File: src/fifo_geom_pkg.sv
// FIFO geometry shared by the controllers, the storage array and the testbench
`default_nettype none

package fifo_geom_pkg;

  //--------------------------------------------------------------------------
  // Storage geometry
  //--------------------------------------------------------------------------

  // Number of entries held in the RAM
  localparam int fifo_depth = 8;

  // Width of one entry in bits
  localparam int data_width = 16;

  //--------------------------------------------------------------------------
  // Derived widths
  //--------------------------------------------------------------------------

  // Enough bits to index every entry of the RAM
  localparam int addr_width = $clog2(fifo_depth);

  // One bit wider than the address when the depth is a power of two,
  // so that a full FIFO can still report fifo_depth items or slots
  localparam int count_width = $clog2(fifo_depth + 1);

endpackage : fifo_geom_pkg

`default_nettype wire

File: src/credit_pkg.sv
// Push-side credit sizing, used by the push controller, the top level and the testbench
`default_nettype none

package credit_pkg;

  //--------------------------------------------------------------------------
  // Credit counter
  //--------------------------------------------------------------------------

  // The counter has to reach the full depth, since every entry is one credit
  localparam int credit_width = $clog2(fifo_geom_pkg::fifo_depth + 1);

  // Credits held back for the sender when reset is released
  // Each free entry is worth exactly one credit
  localparam int init_credits = fifo_geom_pkg::fifo_depth;

endpackage : credit_pkg

`default_nettype wire

File: src/fifo_ram_1r1w.sv
// Flop-based 1R1W storage for the FIFO, one-cycle write and combinational read
`default_nettype none

module fifo_ram_1r1w (
  input  logic                                 clk,
  input  logic                                 rst_n,
  input  logic                                 wr_valid,
  input  logic [fifo_geom_pkg::addr_width-1:0] wr_addr,
  input  logic [fifo_geom_pkg::data_width-1:0] wr_data,
  input  logic [fifo_geom_pkg::addr_width-1:0] rd_addr,
  output logic [fifo_geom_pkg::data_width-1:0] rd_data
);

  import fifo_geom_pkg::*;

  // One word per FIFO entry
  logic [data_width-1:0] mem [fifo_depth];

  // The write lands on the edge, so a read of the same address in the
  // same cycle still returns the old word
  always_ff @(posedge clk or negedge rst_n) begin
    if (!rst_n) begin
      for (int i = 0; i < fifo_depth; i++) begin
        mem[i] <= '0;
      end
    end else if (wr_valid) begin
      mem[wr_addr] <= wr_data;
    end
  end

  // Zero-latency read port
  assign rd_data = mem[rd_addr];

endmodule : fifo_ram_1r1w

`default_nettype wire

File: src/fifo_push_ctrl_credit.sv
// Push-side control of the credit FIFO: grants credits, routes pushes to bypass or RAM
`default_nettype none

module fifo_push_ctrl_credit #(
  // When set, a push may be handed straight to the pop side
  parameter bit enable_bypass = 1'b1
) (
  input  logic                                  clk,
  input  logic                                  rst_n,

  // Credit/valid push interface
  input  logic                                  push_credit_stall,
  output logic                                  push_credit,
  input  logic                                  push_valid,
  input  logic [fifo_geom_pkg::data_width-1:0]  push_data,

  // Push-side status
  output logic                                  full,
  output logic [fifo_geom_pkg::count_width-1:0] slots,
  output logic [credit_pkg::credit_width-1:0]   push_credit_count,

  // Bypass path towards the pop controller
  input  logic                                  bypass_ready,
  output logic                                  bypass_valid,
  output logic [fifo_geom_pkg::data_width-1:0]  bypass_data,

  // RAM write port
  output logic                                  ram_wr_valid,
  output logic [fifo_geom_pkg::addr_width-1:0]  ram_wr_addr,
  output logic [fifo_geom_pkg::data_width-1:0]  ram_wr_data,

  // Occupancy pulses shared with the pop controller
  output logic                                  ram_push,
  input  logic                                  ram_pop
);

  import fifo_geom_pkg::*;
  import credit_pkg::*;

  logic                    credit_en;
  logic                    bypass_push;
  logic                    credit_return;
  logic [credit_width-1:0] credit_count_next;
  logic [addr_width-1:0]   wr_ptr;
  logic [count_width-1:0]  slots_next;

  //--------------------------------------------------------------------------
  // Credit issue
  //--------------------------------------------------------------------------

  // Goes high on the first edge after reset is released
  // Credit issue starts from that cycle on
  always_ff @(posedge clk or negedge rst_n) begin
    if (!rst_n) begin
      credit_en <= 1'b0;
    end else begin
      credit_en <= 1'b1;
    end
  end

  // One credit per cycle while any are left and the sender is not stalling
  // The stall acts in the same cycle, so a credit never coincides with it
  assign push_credit = credit_en && !push_credit_stall && (push_credit_count != '0);

  // Every entry leaving the FIFO hands a credit back
  // This holds for RAM pops and for words that went through the bypass
  assign credit_return = ram_pop || bypass_push;

  // A grant and a return in the same cycle cancel out
  always_comb begin
    credit_count_next = push_credit_count;
    if (push_credit && !credit_return) begin
      credit_count_next = push_credit_count - credit_width'(1);
    end else if (!push_credit && credit_return) begin
      credit_count_next = push_credit_count + credit_width'(1);
    end
  end

  always_ff @(posedge clk or negedge rst_n) begin
    if (!rst_n) begin
      push_credit_count <= credit_width'(init_credits);
    end else begin
      push_credit_count <= credit_count_next;
    end
  end

  //--------------------------------------------------------------------------
  // Push steering
  //--------------------------------------------------------------------------

  // The bypass is offered every push, and the pop side decides whether
  // it can take the word this cycle
  assign bypass_valid = enable_bypass && push_valid;
  assign bypass_data  = push_data;
  assign bypass_push  = bypass_valid && bypass_ready;

  // Pushes not consumed by the bypass land in the RAM at the write pointer
  assign ram_push     = push_valid && !bypass_push;
  assign ram_wr_valid = ram_push;
  assign ram_wr_addr  = wr_ptr;
  assign ram_wr_data  = push_data;

  // The write pointer wraps at the last entry, which also covers
  // depths that are not a power of two
  always_ff @(posedge clk or negedge rst_n) begin
    if (!rst_n) begin
      wr_ptr <= '0;
    end else if (ram_push) begin
      if (wr_ptr == addr_width'(fifo_depth - 1)) begin
        wr_ptr <= '0;
      end else begin
        wr_ptr <= wr_ptr + addr_width'(1);
      end
    end
  end

  //--------------------------------------------------------------------------
  // Slot tracking
  //--------------------------------------------------------------------------

  // Slots follow the RAM contents only; bypassed words never take a slot
  always_comb begin
    slots_next = slots;
    if (ram_push && !ram_pop) begin
      slots_next = slots - count_width'(1);
    end else if (!ram_push && ram_pop) begin
      slots_next = slots + count_width'(1);
    end
  end

  // Both flags are registered and move on the edge after the push or pop
  always_ff @(posedge clk or negedge rst_n) begin
    if (!rst_n) begin
      slots <= count_width'(fifo_depth);
      full  <= 1'b0;
    end else begin
      slots <= slots_next;
      full  <= (slots_next == '0);
    end
  end

endmodule : fifo_push_ctrl_credit

`default_nettype wire

File: src/fifo_pop_ctrl.sv
// Pop-side control of the credit FIFO: presents the head entry and tracks RAM occupancy
`default_nettype none

module fifo_pop_ctrl #(
  // When set, an empty FIFO forwards the push side straight to the output
  parameter bit enable_bypass = 1'b1
) (
  input  logic                                  clk,
  input  logic                                  rst_n,

  // Ready/valid pop interface
  input  logic                                  pop_ready,
  output logic                                  pop_valid,
  output logic [fifo_geom_pkg::data_width-1:0]  pop_data,

  // Pop-side status
  output logic                                  empty,
  output logic [fifo_geom_pkg::count_width-1:0] items,

  // Bypass path from the push controller
  output logic                                  bypass_ready,
  input  logic                                  bypass_valid,
  input  logic [fifo_geom_pkg::data_width-1:0]  bypass_data,

  // RAM read port, data comes back in the same cycle
  output logic [fifo_geom_pkg::addr_width-1:0]  ram_rd_addr,
  input  logic [fifo_geom_pkg::data_width-1:0]  ram_rd_data,

  // Occupancy pulses shared with the push controller
  input  logic                                  ram_push,
  output logic                                  ram_pop
);

  import fifo_geom_pkg::*;

  logic                   ram_has_item;
  logic [addr_width-1:0]  rd_ptr;
  logic [count_width-1:0] items_next;

  //--------------------------------------------------------------------------
  // Head selection
  //--------------------------------------------------------------------------

  // The RAM always wins once it holds something, which keeps the order
  // intact when pushes arrive behind older entries
  assign ram_has_item = (items != '0);

  // Bypass is only offered while the RAM is drained and the receiver is
  // ready now; otherwise the push has to be stored
  assign bypass_ready = enable_bypass && !ram_has_item && pop_ready;

  // The read port is combinational, so the head word is visible as soon
  // as the item count says it has been written
  assign ram_rd_addr = rd_ptr;

  always_comb begin
    if (ram_has_item) begin
      pop_valid = 1'b1;
      pop_data  = ram_rd_data;
    end else begin
      pop_valid = enable_bypass && bypass_valid;
      pop_data  = bypass_data;
    end
  end

  // A transfer from RAM, bypass transfers are accounted on the push side
  assign ram_pop = ram_has_item && pop_ready;

  //--------------------------------------------------------------------------
  // Read pointer
  //--------------------------------------------------------------------------

  // Mirrors the write pointer: steps once per RAM pop and wraps at the end
  always_ff @(posedge clk or negedge rst_n) begin
    if (!rst_n) begin
      rd_ptr <= '0;
    end else if (ram_pop) begin
      if (rd_ptr == addr_width'(fifo_depth - 1)) begin
        rd_ptr <= '0;
      end else begin
        rd_ptr <= rd_ptr + addr_width'(1);
      end
    end
  end

  //--------------------------------------------------------------------------
  // Item tracking
  //--------------------------------------------------------------------------

  // Counts words sitting in RAM; a push and a pop together leave it unchanged
  always_comb begin
    items_next = items;
    if (ram_push && !ram_pop) begin
      items_next = items + count_width'(1);
    end else if (!ram_push && ram_pop) begin
      items_next = items - count_width'(1);
    end
  end

  // Registered status, updated on the edge after the push or pop
  always_ff @(posedge clk or negedge rst_n) begin
    if (!rst_n) begin
      items <= '0;
      empty <= 1'b1;
    end else begin
      items <= items_next;
      empty <= (items_next == '0);
    end
  end

endmodule : fifo_pop_ctrl

`default_nettype wire

File: src/fifo_push_credit_1r1w.sv
// Credit/valid push, ready/valid pop FIFO top level wiring both controllers to the RAM
`default_nettype none

module fifo_push_credit_1r1w #(
  // Zero-latency push-to-pop path when the FIFO is empty
  parameter bit enable_bypass = 1'b1
) (
  input  logic                                  clk,
  input  logic                                  rst_n,

  // Push side
  input  logic                                  push_credit_stall,
  output logic                                  push_credit,
  input  logic                                  push_valid,
  input  logic [fifo_geom_pkg::data_width-1:0]  push_data,

  // Pop side
  input  logic                                  pop_ready,
  output logic                                  pop_valid,
  output logic [fifo_geom_pkg::data_width-1:0]  pop_data,

  // Status
  output logic                                  full,
  output logic                                  empty,
  output logic [fifo_geom_pkg::count_width-1:0] slots,
  output logic [fifo_geom_pkg::count_width-1:0] items,
  output logic [credit_pkg::credit_width-1:0]   push_credit_count
);

  import fifo_geom_pkg::*;

  //--------------------------------------------------------------------------
  // Internal nets
  //--------------------------------------------------------------------------

  // Bypass handshake between the two controllers
  logic                  bypass_ready;
  logic                  bypass_valid;
  logic [data_width-1:0] bypass_data;

  // Occupancy pulses, one per word entering or leaving the RAM
  logic                  ram_push;
  logic                  ram_pop;

  // RAM ports
  logic                  ram_wr_valid;
  logic [addr_width-1:0] ram_wr_addr;
  logic [data_width-1:0] ram_wr_data;
  logic [addr_width-1:0] ram_rd_addr;
  logic [data_width-1:0] ram_rd_data;

  //--------------------------------------------------------------------------
  // Instances
  //--------------------------------------------------------------------------

  fifo_push_ctrl_credit #(
    .enable_bypass(enable_bypass)
  ) fifo_push_ctrl_credit_inst (
    .clk, .rst_n,
    .push_credit_stall, .push_credit, .push_valid, .push_data,
    .full, .slots, .push_credit_count,
    .bypass_ready, .bypass_valid, .bypass_data,
    .ram_wr_valid, .ram_wr_addr, .ram_wr_data,
    .ram_push, .ram_pop
  );

  fifo_pop_ctrl #(
    .enable_bypass(enable_bypass)
  ) fifo_pop_ctrl_inst (
    .clk, .rst_n,
    .pop_ready, .pop_valid, .pop_data,
    .empty, .items,
    .bypass_ready, .bypass_valid, .bypass_data,
    .ram_rd_addr, .ram_rd_data,
    .ram_push, .ram_pop
  );

  // Write port is owned by the push side, read port by the pop side
  fifo_ram_1r1w fifo_ram_1r1w_inst (
    .clk      (clk),
    .rst_n    (rst_n),
    .wr_valid (ram_wr_valid),
    .wr_addr  (ram_wr_addr),
    .wr_data  (ram_wr_data),
    .rd_addr  (ram_rd_addr),
    .rd_data  (ram_rd_data)
  );

endmodule : fifo_push_credit_1r1w

`default_nettype wire

File: config.mk
export PLATFORM = sky130hd
export DESIGN_NAME = fifo_push_credit_1r1w
export DESIGN_NICKNAME = d
export VERILOG_FILES = /design/src/fifo_geom_pkg.sv /design/src/credit_pkg.sv /design/src/fifo_ram_1r1w.sv /design/src/fifo_push_ctrl_credit.sv /design/src/fifo_pop_ctrl.sv /design/src/fifo_push_credit_1r1w.sv
export SDC_FILE = /design/constraint.sdc
export NUM_CORES = 1
export LEC_CHECK = 0
export BUFFER_PORTS_ARGS = -buffer_cell sky130_fd_sc_hd__buf_2
export CAP_MARGIN = 10
export CELL_PAD_IN_SITES_DETAIL_PLACEMENT = 1
export CELL_PAD_IN_SITES_GLOBAL_PLACEMENT = 2
export CORE_ASPECT_RATIO = 0.8
export CORE_MARGIN = 2
export CORE_UTILIZATION = 35
export DETAILED_ROUTE_END_ITERATION = 6
export GPL_TIMING_DRIVEN = 0
export PLACE_DENSITY_LB_ADDON = 0.25
export SKIP_CTS_REPAIR_TIMING = 1
export SKIP_LAST_GASP = 1
export SLEW_MARGIN = 15
export SYNTH_ARGS = -nofsm -noshare
export SYNTH_HDL_FRONTEND = slang
export SYNTH_SLANG_ARGS = --single-unit
File: constraint.sdc
create_clock -name clk -period 5.55 [get_ports clk]
set_clock_uncertainty 0.15 [all_clocks]
set_input_delay 1.11 -clock clk [delete_from_list [all_inputs] [get_ports clk]]
set_output_delay 1.11 -clock clk [all_outputs]
set_load 0.02 [all_outputs]
==> out/summary.md <==
### Synth
• count of different cell masters after synthesis: 48
• synthesized instance count: 481
• Seq/Total Area, Yosys: 0.5200
• synthesized flop and latch total: 149
• most used flip-flop cell after synthesis: dfrtp_1
• fraction of registers with async set/reset: 1.000
• post-synthesis cell type with the largest combined area: dfrtp_1
• Post-Syn Nets: 513
• cell area after synthesis: 7178 sq um
• share of the synthesized area in the top cell type: 0.5090
• count of warnings emitted by yosys: 0
• Post-synth EDFFs: 0
• leading cell types by total area after synthesis: dfrtp_1, mux2_2, mux4_2, mux2i_1, ha_1
• average cell area after synthesis: 14.92 sq um

### Clock network
• clk buf depth: 2
• CTS H-Tree Depth: 4
• root buf cell: clkbuf_16
• # clock sinks: 149
• Num CTS Buffers: 17
• TritonCTS clock tree: done
• clock transition time at the flip-flop clock pins of the worst setup and hold paths: 0.06 ns
• Clock Latency Late Sink: 0.42 ns

### Cells and area
• most frequent standard cell in the layout excluding fill and tap cells: dfrtp_1
• Final #Nets: 584
• area used by multi-input combinational logic: 3266 sq um
• share of post-route cells with drive strength above 1: 0.4885
• commonest cells after routing, fill and taps aside: dfrtp_1, mux2_2, buf_2, mux4_2, nand2_1
• FF+latch area: 3732 sq um
• number of fill cells in the layout: 2017
• layout-stage area growth over the synthesis result: 17.27%
• core occupancy in the finished layout: 0.4215
• count of inserted antenna diode cells: 0

### STA
• final number of max-transition violations: 0
• final critical-path setup slack: 1.523 ns
• setup violators final: 0
• worst hold slack: 0.3456 ns
• unrepaired setup endpoints after global routing: no
• transition time at the pin with the least slew margin: 0.8817 ns
• crit path time final: 4.027 ns
• number of hold-slack violations in the final timing report: 0
• Tcrit/Tclk final: 0.7255
• slew margin rel.: 0.4122
• achievable clock frequency: 248.3 MHz
• final setup TNS: 0 ns

### Setup path
• slowest stage cell on the critical path: clkbuf_1
• Critical Path Start: fifo_pop_ctrl_inst.ram_rd_addr[1]
• crit path to: pop_data[7]
• critical path's top delay family: buffers and inverters
• Top cell by count, worst path: clkbuf_1
• Max stage delay on crit path: 0.71 ns
• start of the worst register-to-register path: fifo_pop_ctrl_inst.items[0]
• critical path startpoint category: flop
• critical setup path kind: flop to output pin
• data arrival time at the worst-slack endpoint: 2.77 ns
• Worst EP required: 4.29 ns
• chain of cells forming the critical path: clkbuf_1 -> clkbuf_1 -> mux4_2 -> mux2i_1 -> o21ai_0 -> buf_2
• minimum setup slack among reg-to-reg paths: 2.68 ns
• crit end category: output pin
• FF-to-FF path depth: 8
• count of cell instances traversed by the critical path: 6
• worst r2r dst: fifo_ram_1r1w_inst.mem[22]
• CP Buf/Inv Count: 3
• Crit Path Max Fanout: 10

### Die
• floorplan core area: 19970 sq um
• Die Span X: 164.1 um
• effective utilization at floorplan: 0.3594
• Die Area: 21680 sq um
• top-level I/O count: 53
• std cell rows: 46
• die outline height: 132.1 um

### Route
• number of detailed-route iterations in the first pass: 4
• WL/cell: 20.72 um
• via/cell ratio: 5.198
• via count: 4309
• Post-DRT Antenna Nets: 0
• number of DRC violations after detailed routing: 0
• Final Routed Wirelength: 17180 um
• Initial DRC Count: 129

### Placed design
• # port buffers: 51
• final weighted congestion in routability-driven placement: 0.6943
• DP Worst Slack: 1.947 ns
• estimated wirelength of the detail-placed design: 11440 um

### Worst hold path
• startpoint of the worst hold path: fifo_ram_1r1w_inst.mem[67]
• class of the tightest hold or removal check: flop to flop

### Power
• Leak: 3.646 nW
• power per standard cell area: 662.3 nW/um^2
• IR drop worst, VDD: 0.0002678 V

### Job
• Max Cap Violations: 0

### GRT
• vias in the first global route: 4768
• gr ovfl total: 0
• maximum number of pins on one net before global-route repair: 77
• initial antenna violation count: 0
• GRT Overall Usage: 0.1704
• global-route wire length before repair: 27770 um

### Status
• result of the run: finished, final reports clean

==> per-stage QoR <==
step	power, mW	area [sq um]	std cells
2_1_floorplan	3.690	7178	481
3_3_place_gp	4.315	7764	796
3_5_place_dp	4.432	7801	797
4_1_cts	5.660	8418	829
5_1_grt	5.937	8418	829
6_report	5.575	8418	829
==> logic make-up after synthesis <==
logic type / after synthesis / share of synthesized area
adders and majority gates: 11 / 0.01917
other: 1 / 0.0005224
xor gates and xnor gates: 11 / 0.01342
and+or+nand+nor: 62 / 0.06206
muxes: 179 / 0.3280
DFF: 149 / 0.5200
AOI/OAI and AO/OA: 38 / 0.03173
buffers and inverters: 30 / 0.02510
==> worst min path at each step <==
| stage | slack [ns] | cells after the start | to |
|---|---|---|---|
| finish | 0.35 | 1 | fifo_ram_1r1w_inst.mem[67] |
| detailed placement | 0.33 | 1 | fifo_ram_1r1w_inst.mem[68] |
| global route | 0.36 | 1 | fifo_ram_1r1w_inst.mem[73] |
| global placement | 0.32 | 1 | fifo_ram_1r1w_inst.mem[67] |
| floorplan | 0.31 | 1 | fifo_ram_1r1w_inst.mem[66] |
| CTS | 0.35 | 1 | fifo_ram_1r1w_inst.mem[68] |
==> cell type report <==
cell class / instances / share of cell area
Clock inverter: 14 / 0.02111
Sequential cell: 149 / 0.4434
Tap cell: 264 / 0.03924
Multi-Input combinational cell: 302 / 0.3879
Inverter: 4 / 0.001784
Clock buffer: 18 / 0.05217
Buffer: 26 / 0.01962
Timing Repair Buffer: 52 / 0.03478
==> sequential cells by signal (all words and copies together) (netlist names) <==
register	cells
fifo_push_ctrl_credit_inst.push_credit_count	4
fifo_ram_1r1w_inst.mem	128
fifo_pop_ctrl_inst.ram_rd_addr	3
fifo_push_ctrl_credit_inst.credit_en	1
fifo_pop_ctrl_inst.empty	1
fifo_push_ctrl_credit_inst.slots	4
fifo_push_ctrl_credit_inst.full	1
fifo_pop_ctrl_inst.items	4
fifo_push_ctrl_credit_inst.ram_wr_addr	3
==> Yosys cell counts, types with 2 or more instances <==
cell      number
a21oi_1        5
a211oi_1       2
nand2b_1       3
mux2_1         3
nor3_1         4
ha_1          11
a21o_1         3
mux2_2       127
buf_4          3
nor2b_1        2
buf_2          9
dfstp_2        3
xor2_1         5
nand2_1       30
xnor2_1        6
mux4_2        32
clkbuf_1       7
a32oi_1        2
inv_1          4
nor4b_4        2
buf_6          6
mux2i_1       17
nor2_1         3
dfrtp_1      146
nand4b_4       2
o21ai_0       20
nor4_1         3
==> report_power, final <==
part | leakage, nW | switching [mW] | internal (mW)
Sequential | 1.80 | 0.316 | 1.64
Combinational | 1.55 | 1.21 | 1.21
Clock | 0.300 | 0.476 | 0.723
==> routing by layer <==
| metal | GRT usage | vias to the layer above | share of wire |
|---|---|---|---|
| met3 | 0.03586 | 13 | 0.027 |
| met4 | 0.04288 | 0 | 0.0091 |
| met5 | 0 | - | 0 |
| met2 | 0.2703 | 44 | 0.48 |
| li1 | - | 1944 | - |
| met1 | 0.2389 | 2308 | 0.48 |
No activity file was read; power rests on OpenSTA's default activity.
